**src/rtl/pce_pkg.sv**
```systemverilog
/* P-Mesh cache engine definitions */
`default_nettype none

package pce_pkg;

  localparam int PADDR_WIDTH        = 40;
  localparam int DWORD_WIDTH        = 64;
  localparam int BLOCK_WIDTH        = 128;
  localparam int SETS               = 256;
  localparam int INDEX_WIDTH        = 8;
  localparam int BLOCK_OFFSET_WIDTH = 4;
  // Address bits above the index
  localparam int PTAG_WIDTH         = 28;
  // Upper bit of the L1.5 replacement way
  localparam int RPLWAY_ADDR_BIT    = 11;

  typedef logic [PADDR_WIDTH-1:0] paddr_t;
  typedef logic [DWORD_WIDTH-1:0] dword_t;
  typedef logic [BLOCK_WIDTH-1:0] block_t;
  typedef logic [INDEX_WIDTH-1:0] index_t;
  typedef logic                   way_t;
  typedef logic [PTAG_WIDTH-1:0]  ptag_t;
  typedef logic [1:0]             l1rplway_t;

  typedef enum logic [2:0] {
    e_uc_store,
    e_wt_store,
    e_miss_load,
    e_miss_store,
    e_uc_load
  } req_msg_e;

  typedef enum logic [1:0] {
    e_size_1b,
    e_size_2b,
    e_size_4b,
    e_size_8b
  } req_size_e;

  typedef enum logic [1:0] {
    e_load_req,
    e_store_req
  } l15_rqtype_e;

  // Encoding as seen by the L1.5
  typedef enum logic [2:0] {
    e_l15_size_1b = 3'b000,
    e_l15_size_2b = 3'b001,
    e_l15_size_4b = 3'b010,
    e_l15_size_8b = 3'b011
  } l15_size_e;

  typedef enum logic [1:0] {
    e_load_ret,
    e_st_ack,
    e_evict_req,
    e_int_ret
  } l15_rtntype_e;

  typedef enum logic {
    e_data_write,
    e_data_uncached
  } data_op_e;

  typedef enum logic [1:0] {
    e_tag_set_clear,
    e_tag_set_tag,
    e_tag_invalidate
  } tag_op_e;

  typedef enum logic {
    e_stat_set_clear
  } stat_op_e;

endpackage

`default_nettype wire

```
**src/rtl/pce_inval_unit.sv**
```systemverilog
/* L1.5 eviction decode */
`timescale 1ns/1ps
`default_nettype none

module pce_inval_unit (
  input  logic                  ret_v_i,
  input  pce_pkg::l15_rtntype_e ret_type_i,
  input  logic [1:0]            ret_inval_way_i,
  input  logic [6:0]            ret_inval_index_i,
  input  logic                  ret_inval_all_i,
  output logic                  inv_tag_v_o,
  output pce_pkg::tag_op_e      inv_tag_op_o,
  output pce_pkg::index_t       inv_tag_index_o,
  output pce_pkg::way_t         inv_tag_way_o,
  input  logic                  inv_tag_yumi_i,
  output logic                  inv_stat_v_o,
  output pce_pkg::stat_op_e     inv_stat_op_o,
  output pce_pkg::index_t       inv_stat_index_o,
  output pce_pkg::way_t         inv_stat_way_o,
  input  logic                  inv_stat_yumi_i,
  output logic                  inv_ret_yumi_o
);
  import pce_pkg::*;

  logic   evict_v;
  index_t inv_index;

  assign evict_v = ret_v_i && (ret_type_i == e_evict_req);

  // Upper L1.5 way bit selects the half of the set space
  assign inv_index = {ret_inval_way_i[1], ret_inval_index_i};

  assign inv_tag_v_o      = evict_v;
  assign inv_tag_op_o     = ret_inval_all_i ? e_tag_set_clear : e_tag_invalidate;
  assign inv_tag_index_o  = inv_index;
  assign inv_tag_way_o    = ret_inval_way_i[0];

  assign inv_stat_v_o     = evict_v && ret_inval_all_i;
  assign inv_stat_op_o    = e_stat_set_clear;
  assign inv_stat_index_o = inv_index;
  assign inv_stat_way_o   = ret_inval_way_i[0];

  // All-way needs both packets taken before the return drains
  assign inv_ret_yumi_o = evict_v && inv_tag_yumi_i && (!ret_inval_all_i || inv_stat_yumi_i);

endmodule

`default_nettype wire

```
**src/rtl/pce_tag_arbiter.sv**
```systemverilog
/* Tag and status port arbiter */
`timescale 1ns/1ps
`default_nettype none

module pce_tag_arbiter (
  input  logic              eng_tag_v_i,
  input  pce_pkg::tag_op_e  eng_tag_op_i,
  input  pce_pkg::index_t   eng_tag_index_i,
  input  pce_pkg::way_t     eng_tag_way_i,
  input  pce_pkg::ptag_t    eng_tag_i,
  input  logic              eng_stat_v_i,
  input  pce_pkg::stat_op_e eng_stat_op_i,
  input  pce_pkg::index_t   eng_stat_index_i,
  input  logic              inv_tag_v_i,
  input  pce_pkg::tag_op_e  inv_tag_op_i,
  input  pce_pkg::index_t   inv_tag_index_i,
  input  pce_pkg::way_t     inv_tag_way_i,
  input  logic              inv_stat_v_i,
  input  pce_pkg::stat_op_e inv_stat_op_i,
  input  pce_pkg::index_t   inv_stat_index_i,
  input  pce_pkg::way_t     inv_stat_way_i,
  input  logic              tag_yumi_i,
  input  logic              stat_yumi_i,
  input  logic              eng_ret_yumi_i,
  input  logic              inv_ret_yumi_i,
  output logic              tag_v_o,
  output pce_pkg::tag_op_e  tag_op_o,
  output pce_pkg::index_t   tag_index_o,
  output pce_pkg::way_t     tag_way_o,
  output pce_pkg::ptag_t    tag_o,
  output logic              stat_v_o,
  output pce_pkg::stat_op_e stat_op_o,
  output pce_pkg::index_t   stat_index_o,
  output pce_pkg::way_t     stat_way_o,
  output logic              eng_tag_yumi_o,
  output logic              eng_stat_yumi_o,
  output logic              inv_tag_yumi_o,
  output logic              inv_stat_yumi_o,
  output logic              ret_yumi_o
);
  import pce_pkg::*;

  // Invalidations always win, the engine holds its packet
  assign tag_v_o     = inv_tag_v_i || eng_tag_v_i;
  assign tag_op_o    = inv_tag_v_i ? inv_tag_op_i : eng_tag_op_i;
  assign tag_index_o = inv_tag_v_i ? inv_tag_index_i : eng_tag_index_i;
  assign tag_way_o   = inv_tag_v_i ? inv_tag_way_i : eng_tag_way_i;
  assign tag_o       = inv_tag_v_i ? ptag_t'(0) : eng_tag_i;

  assign stat_v_o     = inv_stat_v_i || eng_stat_v_i;
  assign stat_op_o    = inv_stat_v_i ? inv_stat_op_i : eng_stat_op_i;
  assign stat_index_o = inv_stat_v_i ? inv_stat_index_i : eng_stat_index_i;
  assign stat_way_o   = inv_stat_v_i ? inv_stat_way_i : way_t'(0);

  assign inv_tag_yumi_o  = tag_yumi_i && inv_tag_v_i;
  assign eng_tag_yumi_o  = tag_yumi_i && !inv_tag_v_i;
  assign inv_stat_yumi_o = stat_yumi_i && inv_stat_v_i;
  assign eng_stat_yumi_o = stat_yumi_i && !inv_stat_v_i;

  assign ret_yumi_o = eng_ret_yumi_i || inv_ret_yumi_i;

endmodule

`default_nettype wire

```
**src/rtl/pce_req_engine.sv**
```systemverilog
/* P-Mesh request engine */
`timescale 1ns/1ps
`default_nettype none

module pce_req_engine (
  input  logic                  clk_i,
  input  logic                  reset_i,
  input  logic                  req_v_i,
  input  pce_pkg::req_msg_e     req_msg_i,
  input  pce_pkg::paddr_t       req_addr_i,
  input  pce_pkg::req_size_e    req_size_i,
  input  pce_pkg::dword_t       req_data_i,
  input  pce_pkg::way_t         req_way_i,
  output logic                  req_ready_o,
  output logic                  req_complete_o,
  input  logic                  l15_ready_i,
  output logic                  l15_v_o,
  output pce_pkg::l15_rqtype_e  l15_rqtype_o,
  output logic                  l15_nc_o,
  output pce_pkg::l15_size_e    l15_size_o,
  output pce_pkg::paddr_t       l15_addr_o,
  output pce_pkg::dword_t       l15_data_o,
  output pce_pkg::l1rplway_t    l15_rplway_o,
  input  logic                  ret_v_i,
  input  pce_pkg::l15_rtntype_e ret_type_i,
  input  logic                  ret_nc_i,
  input  pce_pkg::dword_t       ret_data0_i,
  input  pce_pkg::dword_t       ret_data1_i,
  output logic                  data_v_o,
  output pce_pkg::data_op_e     data_op_o,
  output pce_pkg::index_t       data_index_o,
  output pce_pkg::way_t         data_way_o,
  output pce_pkg::block_t       data_o,
  input  logic                  data_yumi_i,
  output logic                  eng_tag_v_o,
  output pce_pkg::tag_op_e      eng_tag_op_o,
  output pce_pkg::index_t       eng_tag_index_o,
  output pce_pkg::way_t         eng_tag_way_o,
  output pce_pkg::ptag_t        eng_tag_o,
  input  logic                  eng_tag_yumi_i,
  output logic                  eng_stat_v_o,
  output pce_pkg::stat_op_e     eng_stat_op_o,
  output pce_pkg::index_t       eng_stat_index_o,
  input  logic                  eng_stat_yumi_i,
  output logic                  eng_ret_yumi_o
);
  import pce_pkg::*;

  typedef enum logic [2:0] {
    s_reset,
    s_clear,
    s_ready,
    s_send,
    s_uc_wait,
    s_fill_wait
  } state_e;

  state_e    state_r, state_n;
  index_t    set_cnt_r;
  logic      sweep_up;
  logic      is_store, load_take, fsm_ret_yumi;
  logic      load_ret_v, st_ack_v;
  req_msg_e  req_msg_r;
  paddr_t    req_addr_r;
  req_size_e req_size_r;
  way_t      req_way_r;

  // L1.5 is big endian, the cache is little endian
  function automatic dword_t swap_bytes(input dword_t d);
    dword_t r;
    for (int i = 0; i < 8; i++) begin
      r[8*i +: 8] = d[8*(7-i) +: 8];
    end
    return r;
  endfunction

  function automatic dword_t store_data(input dword_t d, input req_size_e s);
    case (s)
      e_size_1b: return {8{d[7:0]}};
      e_size_2b: return {4{d[7:0], d[15:8]}};
      e_size_4b: return {2{d[7:0], d[15:8], d[23:16], d[31:24]}};
      default:   return swap_bytes(d);
    endcase
  endfunction

  function automatic l15_size_e l15_size(input req_size_e s);
    case (s)
      e_size_1b: return e_l15_size_1b;
      e_size_2b: return e_l15_size_2b;
      e_size_4b: return e_l15_size_4b;
      default:   return e_l15_size_8b;
    endcase
  endfunction

  assign is_store   = (req_msg_i == e_uc_store) || (req_msg_i == e_wt_store);
  assign load_take  = (state_r == s_ready) && req_v_i && l15_ready_i && !is_store;
  assign load_ret_v = ret_v_i && (ret_type_i == e_load_ret);
  assign st_ack_v   = ret_v_i && (ret_type_i == e_st_ack);

  // Store acks drain in every state
  assign eng_ret_yumi_o = fsm_ret_yumi || st_ack_v;

  always_comb begin
    state_n          = state_r;
    req_ready_o      = 1'b0;
    req_complete_o   = 1'b0;
    sweep_up         = 1'b0;
    fsm_ret_yumi     = 1'b0;
    l15_v_o          = 1'b0;
    l15_rqtype_o     = e_load_req;
    l15_nc_o         = 1'b0;
    l15_size_o       = e_l15_size_8b;
    l15_addr_o       = req_addr_r;
    l15_data_o       = '0;
    l15_rplway_o     = {req_addr_r[RPLWAY_ADDR_BIT], req_way_r};
    data_v_o         = 1'b0;
    data_op_o        = e_data_write;
    data_index_o     = req_addr_r[BLOCK_OFFSET_WIDTH +: INDEX_WIDTH];
    data_way_o       = req_way_r;
    data_o           = {swap_bytes(ret_data1_i), swap_bytes(ret_data0_i)};
    eng_tag_v_o      = 1'b0;
    eng_tag_op_o     = e_tag_set_tag;
    eng_tag_index_o  = req_addr_r[BLOCK_OFFSET_WIDTH +: INDEX_WIDTH];
    eng_tag_way_o    = req_way_r;
    eng_tag_o        = req_addr_r[BLOCK_OFFSET_WIDTH + INDEX_WIDTH +: PTAG_WIDTH];
    eng_stat_v_o     = 1'b0;
    eng_stat_op_o    = e_stat_set_clear;
    eng_stat_index_o = set_cnt_r;

    case (state_r)
      s_reset: begin
        fsm_ret_yumi = ret_v_i && (ret_type_i == e_int_ret);
        if (fsm_ret_yumi) begin
          state_n = s_clear;
        end
      end
      s_clear: begin
        eng_tag_v_o     = 1'b1;
        eng_tag_op_o    = e_tag_set_clear;
        eng_tag_index_o = set_cnt_r;
        eng_tag_way_o   = 1'b0;
        eng_tag_o       = '0;
        eng_stat_v_o    = 1'b1;
        sweep_up        = eng_tag_yumi_i && eng_stat_yumi_i;
        req_complete_o  = sweep_up && (set_cnt_r == index_t'(SETS - 1));
        if (req_complete_o) begin
          state_n = s_ready;
        end
      end
      s_ready: begin
        req_ready_o = l15_ready_i;
        if (req_v_i && is_store) begin
          // Stores pass straight through to the L1.5
          l15_v_o      = l15_ready_i;
          l15_rqtype_o = e_store_req;
          l15_nc_o     = (req_msg_i == e_uc_store);
          l15_size_o   = l15_size(req_size_i);
          l15_addr_o   = req_addr_i;
          l15_data_o   = store_data(req_data_i, req_size_i);
          l15_rplway_o = '0;
        end else if (load_take) begin
          state_n = s_send;
        end
      end
      s_send: begin
        l15_v_o  = l15_ready_i;
        l15_nc_o = (req_msg_r == e_uc_load);
        if (req_msg_r == e_uc_load) begin
          l15_size_o = l15_size(req_size_r);
        end
        if (l15_ready_i) begin
          state_n = l15_nc_o ? s_uc_wait : s_fill_wait;
        end
      end
      s_uc_wait: begin
        if (load_ret_v && ret_nc_i) begin
          data_v_o     = 1'b1;
          data_op_o    = e_data_uncached;
          data_o       = {64'b0, swap_bytes(ret_data0_i)};
          fsm_ret_yumi = data_yumi_i;
          if (fsm_ret_yumi) begin
            state_n = s_ready;
          end
        end
      end
      s_fill_wait: begin
        if (load_ret_v && !ret_nc_i) begin
          data_v_o     = 1'b1;
          eng_tag_v_o  = 1'b1;
          fsm_ret_yumi = data_yumi_i && eng_tag_yumi_i;
          if (fsm_ret_yumi) begin
            state_n = s_ready;
          end
        end
      end
      default: state_n = s_reset;
    endcase
  end

  always_ff @(posedge clk_i) begin
    if (reset_i) begin
      state_r   <= s_reset;
      set_cnt_r <= '0;
    end else begin
      state_r <= state_n;
      if (sweep_up) begin
        set_cnt_r <= set_cnt_r + 1'b1;
      end
    end
  end

  // Held for the whole miss or uncached load
  always_ff @(posedge clk_i) begin
    if (load_take) begin
      req_msg_r  <= req_msg_i;
      req_addr_r <= req_addr_i;
      req_size_r <= req_size_i;
      req_way_r  <= req_way_i;
    end
  end

endmodule

`default_nettype wire

```
**src/rtl/pce_top.sv**
```systemverilog
/* P-Mesh cache engine */
`timescale 1ns/1ps
`default_nettype none

module pce_top (
  input  logic                  clk_i,
  input  logic                  reset_i,
  input  logic                  req_v_i,
  input  pce_pkg::req_msg_e     req_msg_i,
  input  pce_pkg::paddr_t       req_addr_i,
  input  pce_pkg::req_size_e    req_size_i,
  input  pce_pkg::dword_t       req_data_i,
  input  pce_pkg::way_t         req_way_i,
  output logic                  req_ready_o,
  output logic                  req_complete_o,
  output logic                  data_v_o,
  output pce_pkg::data_op_e     data_op_o,
  output pce_pkg::index_t       data_index_o,
  output pce_pkg::way_t         data_way_o,
  output pce_pkg::block_t       data_o,
  input  logic                  data_yumi_i,
  output logic                  tag_v_o,
  output pce_pkg::tag_op_e      tag_op_o,
  output pce_pkg::index_t       tag_index_o,
  output pce_pkg::way_t         tag_way_o,
  output pce_pkg::ptag_t        tag_o,
  input  logic                  tag_yumi_i,
  output logic                  stat_v_o,
  output pce_pkg::stat_op_e     stat_op_o,
  output pce_pkg::index_t       stat_index_o,
  output pce_pkg::way_t         stat_way_o,
  input  logic                  stat_yumi_i,
  input  logic                  l15_ready_i,
  output logic                  l15_v_o,
  output pce_pkg::l15_rqtype_e  l15_rqtype_o,
  output logic                  l15_nc_o,
  output pce_pkg::l15_size_e    l15_size_o,
  output pce_pkg::paddr_t       l15_addr_o,
  output pce_pkg::dword_t       l15_data_o,
  output pce_pkg::l1rplway_t    l15_rplway_o,
  input  logic                  ret_v_i,
  input  pce_pkg::l15_rtntype_e ret_type_i,
  input  logic                  ret_nc_i,
  input  pce_pkg::dword_t       ret_data0_i,
  input  pce_pkg::dword_t       ret_data1_i,
  input  logic [1:0]            ret_inval_way_i,
  input  logic [6:0]            ret_inval_index_i,
  input  logic                  ret_inval_all_i,
  output logic                  ret_yumi_o
);
  import pce_pkg::*;

  logic     eng_tag_v, eng_tag_yumi, eng_stat_v, eng_stat_yumi, eng_ret_yumi;
  tag_op_e  eng_tag_op;
  index_t   eng_tag_index, eng_stat_index;
  way_t     eng_tag_way;
  ptag_t    eng_tag;
  stat_op_e eng_stat_op;
  logic     inv_tag_v, inv_tag_yumi, inv_stat_v, inv_stat_yumi, inv_ret_yumi;
  tag_op_e  inv_tag_op;
  index_t   inv_tag_index, inv_stat_index;
  way_t     inv_tag_way, inv_stat_way;
  stat_op_e inv_stat_op;

  pce_req_engine u_engine (
    .clk_i, .reset_i,
    .req_v_i, .req_msg_i, .req_addr_i, .req_size_i, .req_data_i, .req_way_i,
    .req_ready_o, .req_complete_o,
    .l15_ready_i, .l15_v_o, .l15_rqtype_o, .l15_nc_o, .l15_size_o,
    .l15_addr_o, .l15_data_o, .l15_rplway_o,
    .ret_v_i, .ret_type_i, .ret_nc_i, .ret_data0_i, .ret_data1_i,
    .data_v_o, .data_op_o, .data_index_o, .data_way_o, .data_o, .data_yumi_i,
    .eng_tag_v_o      (eng_tag_v),
    .eng_tag_op_o     (eng_tag_op),
    .eng_tag_index_o  (eng_tag_index),
    .eng_tag_way_o    (eng_tag_way),
    .eng_tag_o        (eng_tag),
    .eng_tag_yumi_i   (eng_tag_yumi),
    .eng_stat_v_o     (eng_stat_v),
    .eng_stat_op_o    (eng_stat_op),
    .eng_stat_index_o (eng_stat_index),
    .eng_stat_yumi_i  (eng_stat_yumi),
    .eng_ret_yumi_o   (eng_ret_yumi)
  );

  pce_inval_unit u_inval (
    .ret_v_i, .ret_type_i, .ret_inval_way_i, .ret_inval_index_i, .ret_inval_all_i,
    .inv_tag_v_o      (inv_tag_v),
    .inv_tag_op_o     (inv_tag_op),
    .inv_tag_index_o  (inv_tag_index),
    .inv_tag_way_o    (inv_tag_way),
    .inv_tag_yumi_i   (inv_tag_yumi),
    .inv_stat_v_o     (inv_stat_v),
    .inv_stat_op_o    (inv_stat_op),
    .inv_stat_index_o (inv_stat_index),
    .inv_stat_way_o   (inv_stat_way),
    .inv_stat_yumi_i  (inv_stat_yumi),
    .inv_ret_yumi_o   (inv_ret_yumi)
  );

  pce_tag_arbiter u_arbiter (
    .eng_tag_v_i      (eng_tag_v),
    .eng_tag_op_i     (eng_tag_op),
    .eng_tag_index_i  (eng_tag_index),
    .eng_tag_way_i    (eng_tag_way),
    .eng_tag_i        (eng_tag),
    .eng_stat_v_i     (eng_stat_v),
    .eng_stat_op_i    (eng_stat_op),
    .eng_stat_index_i (eng_stat_index),
    .inv_tag_v_i      (inv_tag_v),
    .inv_tag_op_i     (inv_tag_op),
    .inv_tag_index_i  (inv_tag_index),
    .inv_tag_way_i    (inv_tag_way),
    .inv_stat_v_i     (inv_stat_v),
    .inv_stat_op_i    (inv_stat_op),
    .inv_stat_index_i (inv_stat_index),
    .inv_stat_way_i   (inv_stat_way),
    .tag_yumi_i, .stat_yumi_i,
    .eng_ret_yumi_i   (eng_ret_yumi),
    .inv_ret_yumi_i   (inv_ret_yumi),
    .tag_v_o, .tag_op_o, .tag_index_o, .tag_way_o, .tag_o,
    .stat_v_o, .stat_op_o, .stat_index_o, .stat_way_o,
    .eng_tag_yumi_o   (eng_tag_yumi),
    .eng_stat_yumi_o  (eng_stat_yumi),
    .inv_tag_yumi_o   (inv_tag_yumi),
    .inv_stat_yumi_o  (inv_stat_yumi),
    .ret_yumi_o
  );

endmodule

`default_nettype wire

```
**config.mk**
```make
export PLATFORM = sky130hd
export DESIGN_NAME = pce_top
export DESIGN_NICKNAME = d
export VERILOG_FILES = /design/src/rtl/pce_pkg.sv /design/src/rtl/pce_inval_unit.sv /design/src/rtl/pce_tag_arbiter.sv /design/src/rtl/pce_req_engine.sv /design/src/rtl/pce_top.sv
export SDC_FILE = /design/constraint.sdc
export NUM_CORES = 1
export LEC_CHECK = 0
export BUFFER_PORTS_ARGS = -buffer_cell sky130_fd_sc_hd__buf_2
export CORE_AREA = 2 2 220 222
export CTS_BUF_LIST = sky130_fd_sc_hd__clkbuf_8
export DETAILED_ROUTE_END_ITERATION = 16
export DIE_AREA = 0 0 222 224
export GPL_ROUTABILITY_DRIVEN = 0
export SLEW_MARGIN = 10
export SYNTH_ARGS = -nofsm -noshare
export SYNTH_HDL_FRONTEND = slang
export SYNTH_SLANG_ARGS = --single-unit
```
**constraint.sdc**
```tcl
create_clock -name clk_i -period 8.3 [get_ports clk_i]
set_input_delay 0.83 -clock clk_i [delete_from_list [all_inputs] [get_ports clk_i]]
set_output_delay 0.83 -clock clk_i [all_outputs]
set_load 0.05 [all_outputs]
```
==> results.json <==
{
  "synth_area_leader_cell": "edfxtp_1",
  "synth_fa_ha_area_share_pct": 0.2351,
  "finClkSkew_ns": 0.01314,
  "ctsResizeCount": 0,
  "fin_crit_ns": 3.939,
  "ys_ff_latch": 57,
  "h-tree-depth": 3,
  "wirelength_um": 26910,
  "synthTopCellsByCount": "nand2_1 (194), buf_4 (75), and2_1 (74)",
  "grt_first_pass_wirelength_um": 37160,
  "setup_violations": 0,
  "min_path_type": "reg2reg",
  "synth_xor_area_share_pct": 0.6584,
  "synth_top_family_by_area": "simple AND/OR/NAND/NOR gates",
  "dieArea_um2": 49730,
  "ys_seq_area_share_pct": 30.10,
  "wl_per_cell_um": 16.10,
  "cts_tree": "built",
  "period_share_pct": 47.45,
  "place_inst": 1654,
  "cts_setup_buffers": 0,
  "io_buffers": 433,
  "syn_inst": 724,
  "yosysUniqueCellTypes": 43,
  "drv_cap": 0,
  "via_count": 6559,
  "drc": 0,
  "combPwrFrac_pct": 47.6,
  "track_usage_pct": 10.03,
  "synth_simple_gate_area_share_pct": 33.29,
  "drive_above_1_share_pct": 45.97,
  "drv_slew": 0,
  "tns_ns": 0,
  "chipHeight_um": 224,
  "grt_max_degree": 85,
  "synth_edf_count": 46,
  "final-hold-violation-count": 0,
  "clock-sinks": 57,
  "endpoint_kind": "output port",
  "intPower_uw": 589.1,
  "viasPerCell": 3.925,
  "cts_hold_buf": 0,
  "met2_usage_pct": 17.00,
  "syn_area_um2": 5321,
  "reg2reg_from": "u_engine.state_r[0]",
  "status": "completed",
  "dr.pass1.iters": 5,
  "drtIter0Drc": 418,
  "crit_start": "u_engine.state_r[0]",
  "numCtsBuffers": 9,
  "area_growth_pct": 45.87,
  "pwr-share-clk_pct": 24.0,
  "use_met3_pct": 2.610,
  "ys.flop_type": "edfxtp_1",
  "crit_arrival_ns": 3.11,
  "globalRouteOverflowTotal": 0,
  "start_kind": "flip-flop",
  "die_w_um": 222,
  "cp_data_required_time_ns": 7.47,
  "io_pins": 565,
  "crit_type": "reg2out",
  "yosysWarnings": 0,
  "nets": 1310,
  "ir_drop_mv": 0.07979,
  "power_density_nw_per_um2": 145.0,
  "antenna_found_initial": 3,
  "hpwl_um": 21700,
  "reg2reg_slack_ns": 5.67,
  "grtUsageMet1_pct": 11.67,
  "clk_pin_slew_ns": 0.08,
  "swShare_pct": 47.66,
  "netlist.area_leader.share_pct": 25.96,
  "syn_area_per_cell_um2": 7.350,
  "clockBufferDepth": 2,
  "tightest_slew_ns": 1.003,
  "synth_compound_gate_area_share_pct": 13.80,
  "root_buffer": "clkbuf_8",
  "fp.coreArea_um2": 47350,
  "clkLatencyLatePin_ns": 0.37,
  "slew_headroom_pct": 33.04,
  "rsz0062_at_grt": "no",
  "p_leak_uw": 0.003857,
  "synth.area.top_cells": "edfxtp_1 (26%), nand2_1 (14%), buf_4 (11%)",
  "power_frac_seq_pct": 28.4,
  "synth.most_common_cell": "nand2_1",
  "drtAntennaViolNets": 0,
  "async_reset_ff_share_pct": 0,
  "rows": 80,
  "final-instance-count-excl-fill": 1671,
  "p_switching_uw": 536.3,
  "worstPathMaxFanout": 50,
  "start_util_pct": 11.24,
  "gr-max-usage-layer": "met2",
  "timing.fmax_ghz": 0.2539,
  "synth_mux_area_share_pct": 6.960,
  "grt_pass1_vias": 5921,
  "hold_start": "u_engine.eng_stat_index_o[6]"
}
## area by class of cell
type | count | area [µm²]
fill | 5398 | 39580
antenna | 1 | 2.502
timing repair buffer | 442 | 2235
multi-input combinational | 533 | 2942
tap | 615 | 769.5
sequential | 57 | 1602
inverter | 7 | 26.28
clock buffer | 9 | 123.9
clock inverter | 7 | 62.56
## through the flow
step                      instance area (µm²)  worst slack, ns  hold WS, ns  total power (µW)  utilization, %
after floorplan                          5329            2.418       0.4796             776.2               -
after global placement                   7574            4.407       0.5215             859.4           16.00
after detailed placement                 7574            4.436       0.5284             862.1           16.00
after CTS                                7760            4.213       0.5398              1145           16.39
after global routing                     7760            4.112       0.5711              1180           16.39
final                                    7762            4.361       0.5321              1125           16.40
## worst max-delay path, cell delays in order (launching register included)
cell and delay, ns:
dfxtp_1 0.61, nor2_1 0.16, nand4_1 0.12, buf_4 0.34
inv_2 0.48, a21oi_1 0.62, buf_2 0.37
## registers in the layout (all words and copies together), names as in the netlist
name,cells
u_engine.data_way_o,1
u_engine.eng_stat_index_o,8
u_engine.req_addr_r,40
u_engine.req_msg_r,3
u_engine.req_size_r,2
u_engine.state_r,3
## layer usage
metal / vias to the layer above / wire, µm / part of all wire, %
met5: - / 10 / 0.037
met2: 403 / 12930 / 48
met1: 3051 / 10740 / 40
met4: 2 / 1204 / 4.5
li1: 3038 / - / -
met3: 65 / 2020 / 7.5
## placed cells by master (no fill, tap or decap), drive strengths merged, types with 11 or more instances in the layout
master  instances
buf           442
a221oi         17
and3           30
a21oi          61
and2           74
o21ai          22
nand3          14
nand2         194
mux2           24
dfxtp          11
nor2           21
edfxtp         46
## kinds of logic (layout without fill, tap and decap cells)
family | after synthesis | after routing
flip-flops | 57 | 57
buffers and inverters | 136 | 465
adder cells (fa/ha/maj) | 1 | 1
AND/OR/NAND/NOR | 369 | 369
multiplexers | 34 | 34
other | 1 | 4
XOR/XNOR | 4 | 4
AO/OA/AOI/OAI | 122 | 122
## final timing paths
check | to | cells after the start
setup / recovery | l15_size_o[1] | 6
hold / removal | u_engine.eng_stat_index_o[6] | 2
setup reg to reg | u_engine.eng_stat_index_o[7] | 5
hold reg to reg | u_engine.eng_stat_index_o[6] | 2
## power by group through the flow
stage | registers, µW | clock network, µW | logic, µW
CTS | 319 | 288 | 538
finish | 320 | 270 | 536
floorplan | 320 | 0 | 456
global route | 320 | 298 | 561
detailed placement | 326 | 0 | 536
global placement | 326 | 0 | 534
Note: power is estimated with default switching activity, not from simulation.
